**src/cvtPkg.sv**
```systemverilog
////////////////////////////////////////
// cvtPkg
// shared widths, float constants, stage payloads
// and the float word views of the integer-to-float unit
////////////////////////////////////////

package cvtPkg;

  ////////////////////////////////////////
  // widths and constants
  ////////////////////////////////////////

  // every integer is widened to this before conversion
  localparam int MagWidth = 32;
  // leading-zero count, 0..32
  localparam int ShiftBits = 6;
  // single precision exponent bias
  localparam int ExpBias = 127;
  // stored fraction bits, hidden one not counted
  localparam int FracBits = 23;

  ////////////////////////////////////////
  // stage payloads
  ////////////////////////////////////////

  // capture stage output, sign and absolute value
  typedef struct packed {
    logic                sign;
    logic [MagWidth-1:0] mag;
  } magWord_t;

  // normalize stage output, leading one sits at sig msb
  typedef struct packed {
    logic                sign;
    logic                isZero;
    logic [7:0]          exp;
    logic [MagWidth-1:0] sig;
  } normWord_t;

  // ieee-754 single, field view
  typedef struct packed {
    logic                sign;
    logic [7:0]          exp;
    logic [FracBits-1:0] frac;
  } floatFields_t;

  // one float word, seen either as a raw bus word or as fields
  typedef union packed {
    logic [31:0]  raw;
    floatFields_t fields;
  } float_u;

endpackage

```
**src/lzc.sv**
```systemverilog
////////////////////////////////////////
// lzc
// leading-zero counter built as a recursive
// binary tree, with an all-zeros flag
////////////////////////////////////////

`timescale 1ns/10ps

module lzc #(parameter WIDTH = 1) (
  input  logic [WIDTH-1:0]           num,      // value to scan from the msb
  output logic [$clog2(WIDTH+1)-1:0] ZeroCnt,  // leading zeros found
  output logic                       AllZeros  // no bit set at all
);

  localparam int CntBits = $clog2(WIDTH+1);

  if (WIDTH == 1) begin : gLeaf
    // single bit, count is simply its inverse
    assign ZeroCnt  = ~num;
    assign AllZeros = ~num;
  end else begin : gSplit
    // upper part is the largest power of two below WIDTH
    localparam int UpWidth  = 2**($clog2(WIDTH)-1);
    localparam int LowWidth = WIDTH - UpWidth;

    logic [$clog2(UpWidth+1)-1:0]  upCnt;
    logic [$clog2(LowWidth+1)-1:0] lowCnt;
    logic                          upZero;
    logic                          lowZero;

    lzc #(.WIDTH(UpWidth)) upperLzc (
      .num(num[WIDTH-1 -: UpWidth]), .ZeroCnt(upCnt), .AllZeros(upZero));
    lzc #(.WIDTH(LowWidth)) lowerLzc (
      .num(num[LowWidth-1:0]), .ZeroCnt(lowCnt), .AllZeros(lowZero));

    // empty upper half passes the search on to the lower half
    assign ZeroCnt  = upZero ? CntBits'(UpWidth) + CntBits'(lowCnt) : CntBits'(upCnt);
    assign AllZeros = upZero & lowZero;
  end

endmodule

```
**src/intCapture.sv**
```systemverilog
////////////////////////////////////////
// intCapture
// input stage, registers a request and splits
// the integer into sign and magnitude
////////////////////////////////////////

`timescale 1ns/10ps

module intCapture #(parameter WIDTH = 32) (
  input  logic                 clk,
  input  logic                 reset,
  // request side
  input  logic                 inValid,
  output logic                 inReady,
  input  logic [WIDTH-1:0]     inData,
  input  logic                 inSigned,
  // towards the normalize stage
  output logic                 magValid,
  input  logic                 magReady,
  output cvtPkg::magWord_t     magOut
);

  localparam int MagW = cvtPkg::MagWidth;

  logic            isNeg;
  logic [MagW-1:0] signExt;
  logic [MagW-1:0] zeroExt;
  cvtPkg::magWord_t nextWord;

  ////////////////////////////////////////
  // sign and magnitude
  ////////////////////////////////////////

  always_comb begin
    // negative only when the request asks for signed and msb is set
    isNeg   = inSigned & inData[WIDTH-1];
    signExt = MagW'($signed(inData));
    zeroExt = MagW'(inData);
    nextWord.sign = isNeg;
    // most negative input wraps to 2^(WIDTH-1), which is the true magnitude
    nextWord.mag  = isNeg ? -signExt : zeroExt;
  end

  ////////////////////////////////////////
  // stage slot
  ////////////////////////////////////////

  // slot is free when empty or when it drains this cycle
  assign inReady = ~magValid | magReady;

  always_ff @(posedge clk) begin
    if (reset) begin
      magValid <= 1'b0;
    end else if (inReady) begin
      magValid <= inValid;
    end
  end

  // payload only moves on a transfer, so it holds while stalled
  always_ff @(posedge clk) begin
    if (inValid && inReady) begin
      magOut <= nextWord;
    end
  end

endmodule

```
**src/normShift.sv**
```systemverilog
////////////////////////////////////////
// normShift
// middle stage, counts leading zeros, shifts the
// leading one to the msb and forms the biased exponent
////////////////////////////////////////

`timescale 1ns/10ps

module normShift (
  input  logic              clk,
  input  logic              reset,
  // from the capture stage
  input  logic              magValid,
  output logic              magReady,
  input  cvtPkg::magWord_t  magIn,
  // towards the round stage
  output logic              normValid,
  input  logic              normReady,
  output cvtPkg::normWord_t normOut
);

  logic [cvtPkg::ShiftBits-1:0] zeroCnt;
  logic                         magZero;
  cvtPkg::normWord_t            nextWord;

  // count over the full internal width
  lzc #(.WIDTH(cvtPkg::MagWidth)) magLzc (
    .num(magIn.mag),
    .ZeroCnt(zeroCnt),
    .AllZeros(magZero)
  );

  ////////////////////////////////////////
  // normalize
  ////////////////////////////////////////

  always_comb begin
    nextWord.sign   = magIn.sign;
    nextWord.isZero = magZero;
    // value is 1.sig * 2^(MagWidth-1-cnt)
    nextWord.exp    = 8'(cvtPkg::ExpBias + cvtPkg::MagWidth - 1) - 8'(zeroCnt);
    // shift of 32 on a zero word just yields zero
    nextWord.sig    = magIn.mag << zeroCnt;
  end

  ////////////////////////////////////////
  // stage slot
  ////////////////////////////////////////

  assign magReady = ~normValid | normReady;

  always_ff @(posedge clk) begin
    if (reset) begin
      normValid <= 1'b0;
    end else if (magReady) begin
      normValid <= magValid;
    end
  end

  always_ff @(posedge clk) begin
    if (magValid && magReady) begin
      normOut <= nextWord;
    end
  end

endmodule

```
**src/roundPack.sv**
```systemverilog
////////////////////////////////////////
// roundPack
// output stage, rounds the normalized significand
// to nearest even and packs a single precision word
////////////////////////////////////////

`timescale 1ns/10ps

module roundPack (
  input  logic              clk,
  input  logic              reset,
  // from the normalize stage
  input  logic              normValid,
  output logic              normReady,
  input  cvtPkg::normWord_t normIn,
  // result side
  output logic              outValid,
  input  logic              outReady,
  output logic [31:0]       outData
);

  // kept significand includes the hidden one
  localparam int KeepBits = cvtPkg::FracBits + 1;
  // bit just below the kept part
  localparam int GuardPos = cvtPkg::MagWidth - KeepBits - 1;

  logic [KeepBits-1:0] kept;
  logic                guard;
  logic                sticky;
  logic                roundUp;
  logic [KeepBits:0]   rounded;
  logic                carry;
  cvtPkg::float_u      nextFloat;
  cvtPkg::float_u      outReg;

  ////////////////////////////////////////
  // round to nearest even
  ////////////////////////////////////////

  always_comb begin
    kept   = normIn.sig[cvtPkg::MagWidth-1 -: KeepBits];
    guard  = normIn.sig[GuardPos];
    sticky = |normIn.sig[GuardPos-1:0];
    // above half, or exactly half with an odd lsb
    roundUp = guard & (sticky | kept[0]);
    rounded = {1'b0, kept} + {{KeepBits{1'b0}}, roundUp};
    // all ones rounded up, value becomes the next power of two
    carry   = rounded[KeepBits];
  end

  ////////////////////////////////////////
  // pack
  ////////////////////////////////////////

  always_comb begin
    if (normIn.isZero) begin
      // zero always packs as +0.0
      nextFloat.fields.sign = 1'b0;
      nextFloat.fields.exp  = 8'd0;
      nextFloat.fields.frac = '0;
    end else begin
      nextFloat.fields.sign = normIn.sign;
      nextFloat.fields.exp  = normIn.exp + {7'd0, carry};
      // on a carry the low bits of the sum are already zero
      nextFloat.fields.frac = rounded[cvtPkg::FracBits-1:0];
    end
  end

  ////////////////////////////////////////
  // output register
  ////////////////////////////////////////

  assign normReady = ~outValid | outReady;

  always_ff @(posedge clk) begin
    if (reset) begin
      outValid <= 1'b0;
    end else if (normReady) begin
      outValid <= normValid;
    end
  end

  always_ff @(posedge clk) begin
    if (normValid && normReady) begin
      outReg <= nextFloat;
    end
  end

  assign outData = outReg.raw;

endmodule

```
**src/intToFloat.sv**
```systemverilog
////////////////////////////////////////
// intToFloat
// three stage integer to single precision
// converter with valid/ready on both sides
////////////////////////////////////////

`timescale 1ns/10ps

module intToFloat #(parameter WIDTH = 32) (
  input  logic             clk,
  input  logic             reset,
  // integer requests
  input  logic             inValid,
  output logic             inReady,
  input  logic [WIDTH-1:0] inData,
  input  logic             inSigned,
  // float results
  output logic             outValid,
  input  logic             outReady,
  output logic [31:0]      outData
);

  // capture to normalize
  logic              magValid;
  logic              magReady;
  cvtPkg::magWord_t  magWord;

  // normalize to round
  logic              normValid;
  logic              normReady;
  cvtPkg::normWord_t normWord;

  intCapture #(.WIDTH(WIDTH)) captureStage (
    .clk(clk), .reset(reset),
    .inValid(inValid), .inReady(inReady), .inData(inData), .inSigned(inSigned),
    .magValid(magValid), .magReady(magReady), .magOut(magWord)
  );

  normShift normStage (
    .clk(clk), .reset(reset),
    .magValid(magValid), .magReady(magReady), .magIn(magWord),
    .normValid(normValid), .normReady(normReady), .normOut(normWord)
  );

  roundPack roundStage (
    .clk(clk), .reset(reset),
    .normValid(normValid), .normReady(normReady), .normIn(normWord),
    .outValid(outValid), .outReady(outReady), .outData(outData)
  );

endmodule

```
**config.mk**
```make
export PLATFORM = sky130hd
export DESIGN_NAME = intToFloat
export DESIGN_NICKNAME = d
export VERILOG_FILES = /design/src/cvtPkg.sv /design/src/lzc.sv /design/src/intCapture.sv /design/src/normShift.sv /design/src/roundPack.sv /design/src/intToFloat.sv
export SDC_FILE = /design/constraint.sdc
export NUM_CORES = 1
export LEC_CHECK = 0
export ABC_AREA = 0
export BUFFER_PORTS_ARGS = -buffer_cell sky130_fd_sc_hd__buf_2
export CORE_MARGIN = 4
export CORE_UTILIZATION = 55
export CTS_CLUSTER_SIZE = 40
export DETAILED_ROUTE_END_ITERATION = 10
export PLACE_DENSITY = 0.75
export SLEW_MARGIN = 20
export SYNTH_ARGS = -nofsm -noshare
export SYNTH_HDL_FRONTEND = slang
export SYNTH_SLANG_ARGS = --single-unit
```
**constraint.sdc**
```tcl
create_clock -name clk -period 7.8 [get_ports clk]
set_input_delay 0.39 -clock clk [delete_from_list [all_inputs] [get_ports clk]]
set_output_delay 0.39 -clock clk [all_outputs]
set_load 0.005 [all_outputs]
```
* Word level (Yosys, flattened, before mapping) *
Cells that the tools add are included.

operators by class
  add/subtract/negate cells = 35
  shift-type cells = 1
  multiplexer cells = 32
  bitwise gates (word level) = 72
  reductions and logical operators = 4

operator list
  kind                                                                count
  1-bit NOT                                                           35
  1-bit bitwise AND                                                   33
  1-bit by 1-bit adder with 2-bit output (first input constant)       16
  2-bit 2-to-1 mux                                                    16
  32-bit 2-to-1 mux                                                   1
  32-bit negator                                                      1
  32-bit by 6-bit << shifter with 32-bit output                       1
  24-bit by 1-bit adder with 25-bit output                            1
  2-bit by 2-bit adder with 3-bit output (first input constant)       8
  3-bit 2-to-1 mux                                                    8
  3-bit by 3-bit adder with 4-bit output (first input constant)       4
  4-bit 2-to-1 mux                                                    4
  4-bit by 4-bit adder with 5-bit output (first input constant)       2
  5-bit 2-to-1 mux                                                    2
  8-bit by 1-bit adder with 8-bit output                              1
  8-bit by 6-bit subtractor with 8-bit output (first input constant)  1
  7-bit OR reduction                                                  1
  5-bit by 5-bit adder with 6-bit output (first input constant)       1
  6-bit 2-to-1 mux                                                    1
  1-bit OR                                                            4
  1-bit logical AND                                                   3

word-level totals
  register bits = 110
  input bits = 37
  output and inout port bits = 34
  word-level logic and storage cells = 154

* Logic depth before layout (Yosys ltp) *
  word-level depth = 12
  mapped depth = 13
  gate-level depth less buffers = 11

* Hierarchy *
A second synthesis with hierarchy kept.

unflattened totals
  cell total of the unflattened synthesis = 800
  area, all modules = 8541.9 µm²

modules (own cells, without submodules)
  module                                                                                                       instances  cells an instance  area each (µm²)  seq. area each (µm²)
  normShift                                                                                                    1          263                3320.7           1281.2
  intCapture                                                                                                   1          158                1835.5           1011.0
  roundPack                                                                                                    1          164                1796.7           980.9
  lzc at normStage.magLzc.gSplit.lowerLzc.gSplit.lowerLzc.gSplit.lowerLzc.gSplit.lowerLzc ...                  16         4                  28.8             0.0
  lzc at normStage.magLzc.gSplit.lowerLzc.gSplit.lowerLzc.gSplit.lowerLzc.gSplit.lowerLzc.gSplit.lowerLzc ...  32         2                  11.3             0.0
  lzc at normStage.magLzc.gSplit.lowerLzc.gSplit.lowerLzc.gSplit.lowerLzc ...                                  8          5                  43.8             0.0
  lzc at normStage.magLzc.gSplit.lowerLzc.gSplit.lowerLzc ...                                                  4          6                  51.3             0.0
  lzc at normStage.magLzc.gSplit.lowerLzc ...                                                                  2          7                  56.3             0.0
  lzc at normStage.magLzc                                                                                      1          9                  100.1            0.0

* Least setup slack after synthesis *
OpenSTA, ideal clock, no wires.

  path type = flip-flop to flip-flop
  start = register roundStage.outValid
  end = register normStage.normOut[0] (netlist bit) (enable)
  library setup time = 0.506 ns
  arrival time = 3.580 ns
  required time = 7.294 ns
  path slack = 3.714 ns
  cell stages (with the launch flop) = 3
  path buffers = 0
  path through = dfxtp_1 -> nor2b_1 -> a21boi_0

on the way
  cells in the longest elaborated chain, start to end = 4

RTL lines
  element                 line             text
  from (decl)             roundPack.sv:17  output logic outValid,
  from (signal assigned)  roundPack.sv:79  outValid <= normValid;
  1-bit NOT               roundPack.sv:73  assign normReady = ~outValid | outReady;
  1-bit OR                roundPack.sv:73
  1-bit OR                normShift.sv:50  assign magReady = ~normValid | normReady;
  1-bit logical AND       normShift.sv:61  if (magValid && magReady) begin
  to (signal assigned)    normShift.sv:62  normOut <= nextWord;
  to (decl)               normShift.sv:19  output cvtPkg::normWord_t normOut

Every way passes these cells.
A chain may end at the register's enable or synchronous reset.

* Worst setup path after layout *
  start = register captureStage.magOut[27] (netlist bit)
  end = register normStage.normOut[19] (netlist bit), data pin

on the way
  cells in the longest elaborated chain, start to end = 8
  elaborated cells between the ends (all ways) = 12

RTL lines
  element                                                       line                  text
  from (decl)                                                   intCapture.sv:20      output cvtPkg::magWord_t magOut
  from (signal assigned)                                        intCapture.sv:62      magOut <= nextWord;
  1-bit NOT                                                     lzc.sv:19, lzc.sv:20
  2-bit 2-to-1 mux / 1-bit bitwise AND (equally long branches)  lzc.sv:37, lzc.sv:38
  3-bit 2-to-1 mux                                              lzc.sv:37             assign ZeroCnt = upZero ? CntBits'(UpWidth) + CntBits'(lowCnt) : CntBits'(upCnt);
  3-bit by 3-bit adder with 4-bit output                        lzc.sv:37
  4-bit 2-to-1 mux                                              lzc.sv:37
  5-bit 2-to-1 mux                                              lzc.sv:37
  6-bit 2-to-1 mux                                              lzc.sv:37
  32-bit by 6-bit << shifter with 32-bit output (*)             normShift.sv:43       nextWord.sig = magIn.mag << zeroCnt;

Mark *: on every way between the ends. The rest lies on a longest branch, timed or not.

==> results.yml <==
sta:
  slew_headroom_pct: 28.8
  setup-tns-final_ns: 0
  period_share_pct: 56.2
  finalSetupViolations: 0
  rsz0062_at_grt: "no"
  final.setup.worst_slack_ns: 3.41
  max_freq_mhz: 228
  slew_violations: 0
  hold_viol: 0
  tightest_slew_ns: 1.06
  fin_crit_ns: 4.39
  finalClockSkew_ns: 0.00960
logic_synthesis:
  synthArstFlopShare_pct: 0
  synth_top_area_share_pct: 47.8
  yosys_most_used_dff: "edfxtp_1"
  synthTopCellsByArea: "edfxtp_1, mux2i_1, nor2_1, xor2_1, xnor2_1"
  netlist_instances: 635
  synth-seq-cells: 110
  ys_seq_area_share_pct: 48.7
  syn_nets: 677
  avgSynthCellArea_sq_um: 10.6
  synth_cell_type_count: 71
  yosys.area.top_type: "edfxtp_1"
  yosysMostFrequentCell: "edfxtp_1"
  synth_edf_count: 107
  synth_area_sq_mm: 0.00673
  yosysWarningCount: 0
  ys_top_cells_by_count: "edfxtp_1, nor2_1, mux2i_1, nand2_1, a21oi_1"
floorplan:
  design.portCount: 71
  rows: 40
  die_h_um: 119
  die_area_sq_mm: 0.0141
  start_util_pct: 56.0
  die_w_um: 119
  core_area_sq_mm: 0.0120
detailed_routing:
  firstDrtPassIters: 5
  viasPerCell: 5.85
  drc: 0
  routedWlPerCell_um: 18.0
  postRouteAntennaNets: 0
  vias: 4983
  finalWirelength_mm: 15.3
  drt_iter0_drc: 320
clock_tree:
  cts_sinks: 110
  clk_pin_slew_worst_paths_ns: 0.08
  root_buffer: "clkbuf_16"
  insertion_delay_ns: 0.35
  cts_tree: "built"
  cts_hold_buf: 0
  htree_levels: 3
  cts_resized: 0
  cts_buffer_depth: 2
  cts_setup_buffers: 0
  numCtsBuffers: 9
placed_design:
  place_inst: 836
  post_dp_cell_area_sq_mm: 0.00724
  dp_hpwl_mm: 11.8
  gp_congestion: 0.946
  portBuffers: 70
  dpl_worst_slack_ns: 3.87
pwr:
  p_clk_share_pct: 30.5
  internal_power_mw: 1.09
  vdd_ir_drop_max_mv: 0.0966
  power_leakage_nw: 2.83
  power_frac_comb_pct: 20.7
  p_sw_mw: 0.451
  p_per_area_mw_per_mm2: 205
  seqPwrFrac_pct: 48.8
  p_sw_share_pct: 29.2
  power.total_mw: 1.54
run:
  cap_viol_max_count: 0
worst_setup_path:
  cp_cell_sequence: "or4_1 -> nor2_4 -> nand3_2 -> o21ai_2 -> clkinv_1 -> mux2i_1 -> nand2_1 -> o32a_1 -> o21ai_0"
  worst_ep_arrival_time_ns: 4.55
  crit_buf_inv: 1
  worst-path-max-fanout: 30
  setup.worst_path.start_class: "flop"
  slowest_delay_ns: 0.84
  cp_top_family: "simple AND/OR/NAND/NOR gates"
  end_kind: "flop"
  critPathRequiredTime_ns: 7.96
  worst-setup-path-type: "flop to flop"
  slowest_stage: "clkinv_1"
final_layout:
  syn_to_final_growth_pct: 12.2
  multi_input_area_sq_mm: 0.00328
  layout-drive-gt1-share_pct: 18.6
  final_area_sq_mm: 0.00754
  seq_area_sq_mm: 0.00327
  n_antenna_cell: 0
  final_nets: 742
  num-fill-cells: 1011
  final-instance-count-excl-fill: 852
outcome:
  status: "finished, final reports clean"
grt:
  track_usage_pct: 22.0
  gr-total-overflow: 0
  antenna_found_initial: 0
  grt_max_degree: 43
  grt_pass1_wl_mm: 24.4
  grt_pass1_vias: 4841
worst_hold_path:
  min_path_type: "input port to flop"
[worst register-to-register path, delay by kind of cell (launching register included)]
| family | cells | cell delay, ns |
|---|---|---|
| buffers and inverters | 1 | 0.84 |
| AND/OR/NAND/NOR | 4 | 1.58 |
| flip-flops | 1 | 0.46 |
| AO/OA/AOI/OAI | 3 | 0.64 |
| multiplexers | 1 | 0.68 |
[metrics by stage]
stage	hold slack [ns]	util, %
floorplan	0.400	-
finish	0.229	62.8
global placement	0.456	60.3
detailed placement	0.459	60.3
global route	0.234	62.8
CTS	0.220	62.8
[final cells by class]
type | count | area share (%)
well taps | 147 | 2.44
multi-input cells | 479 | 43.4
inverters | 20 | 1.06
clock buffers | 9 | 2.99
clock inverters | 7 | 1.08
repair buffers | 80 | 5.64
flip-flops and latches | 110 | 43.4
[path summary, 6_finish.rpt]
check,cells after the start,end,startpoint,slack (ns)
setup reg to reg,9,normStage.normOut[19],captureStage.magOut[27],3.41
hold reg to reg,0,normStage.normOut[41],captureStage.magOut[32],0.47
setup / recovery,9,normStage.normOut[19],captureStage.magOut[27],3.41
hold / removal,2,roundStage.outValid,reset,0.23
[power groups by stage]
stage	logic [mW]	registers [mW]	clock network [mW]
4_1_cts	0.319	0.752	0.478
2_1_floorplan	0.227	0.752	0
6_report	0.320	0.753	0.471
3_5_place_dp	0.317	0.766	0
5_1_grt	0.352	0.759	0.501
3_3_place_gp	0.316	0.764	0
[metal layers]
layer  track usage (%)  share of wire [%]  vias to the layer above
li1                  -                  -                     2483
met1              26.3                 43                     2298
met4              11.3                4.4                        0
met3              3.21                3.6                       44
met2              38.3                 49                      158
met5                 0                  0                        -
[flip-flops by register name (all words and copies together) (netlist names)]
signal / count
captureStage.magOut: 33
normStage.normOut: 42
roundStage.outData: 32
roundStage.outValid: 1
captureStage.magValid: 1
normStage.normValid: 1
[cell usage in the layout (no fill, tap or decap), types with 3 or more instances in the layout]
| cell | netlist | final |
|---|---|---|
| and4_1 | 3 | 3 |
| o21ai_1 | 2 | 4 |
| buf_2 | 7 | 70 |
| nand4_1 | 4 | 4 |
| xnor2_1 | 25 | 25 |
| nor2_1 | 70 | 70 |
| mux2_2 | 13 | 13 |
| o21a_1 | 3 | 3 |
| dfxtp_1 | 3 | 3 |
| mux2i_1 | 59 | 59 |
| or4_1 | 7 | 7 |
| o31ai_1 | 8 | 8 |
| nor2b_1 | 7 | 6 |
| nand3_1 | 23 | 23 |
| a31oi_1 | 7 | 6 |
| nand2_1 | 57 | 57 |
| o21ai_0 | 30 | 28 |
| o22ai_1 | 4 | 4 |
| nor3_1 | 3 | 3 |
| and2_1 | 8 | 8 |
| a21oi_1 | 34 | 34 |
| ha_1 | 5 | 5 |
| nand2b_1 | 4 | 4 |
| xor2_1 | 28 | 28 |
| and3_1 | 8 | 8 |
| nor4_1 | 9 | 9 |
| buf_4 | 1 | 10 |
| clkbuf_16 | 0 | 9 |
| o31a_1 | 3 | 3 |
| inv_1 | 19 | 18 |
| edfxtp_1 | 107 | 107 |
| or3_1 | 8 | 8 |
| a221oi_1 | 3 | 3 |
| nor4_2 | 3 | 3 |
[cells by family (layout without fill, tap and decap cells)]
group | Yosys count | in the layout | share of synthesized area, %
AO/OA/AOI/OAI | 123 | 123 | 12.2
AND/OR/NAND/NOR | 225 | 225 | 17.1
buffers and inverters | 46 | 116 | 3.07
XOR/XNOR | 53 | 53 | 6.90
multiplexers | 73 | 73 | 11.2
flip-flops | 110 | 110 | 48.7
adder cells (fa/ha/maj) | 5 | 5 | 0.930
No activity file was read; power rests on OpenSTA's default activity.
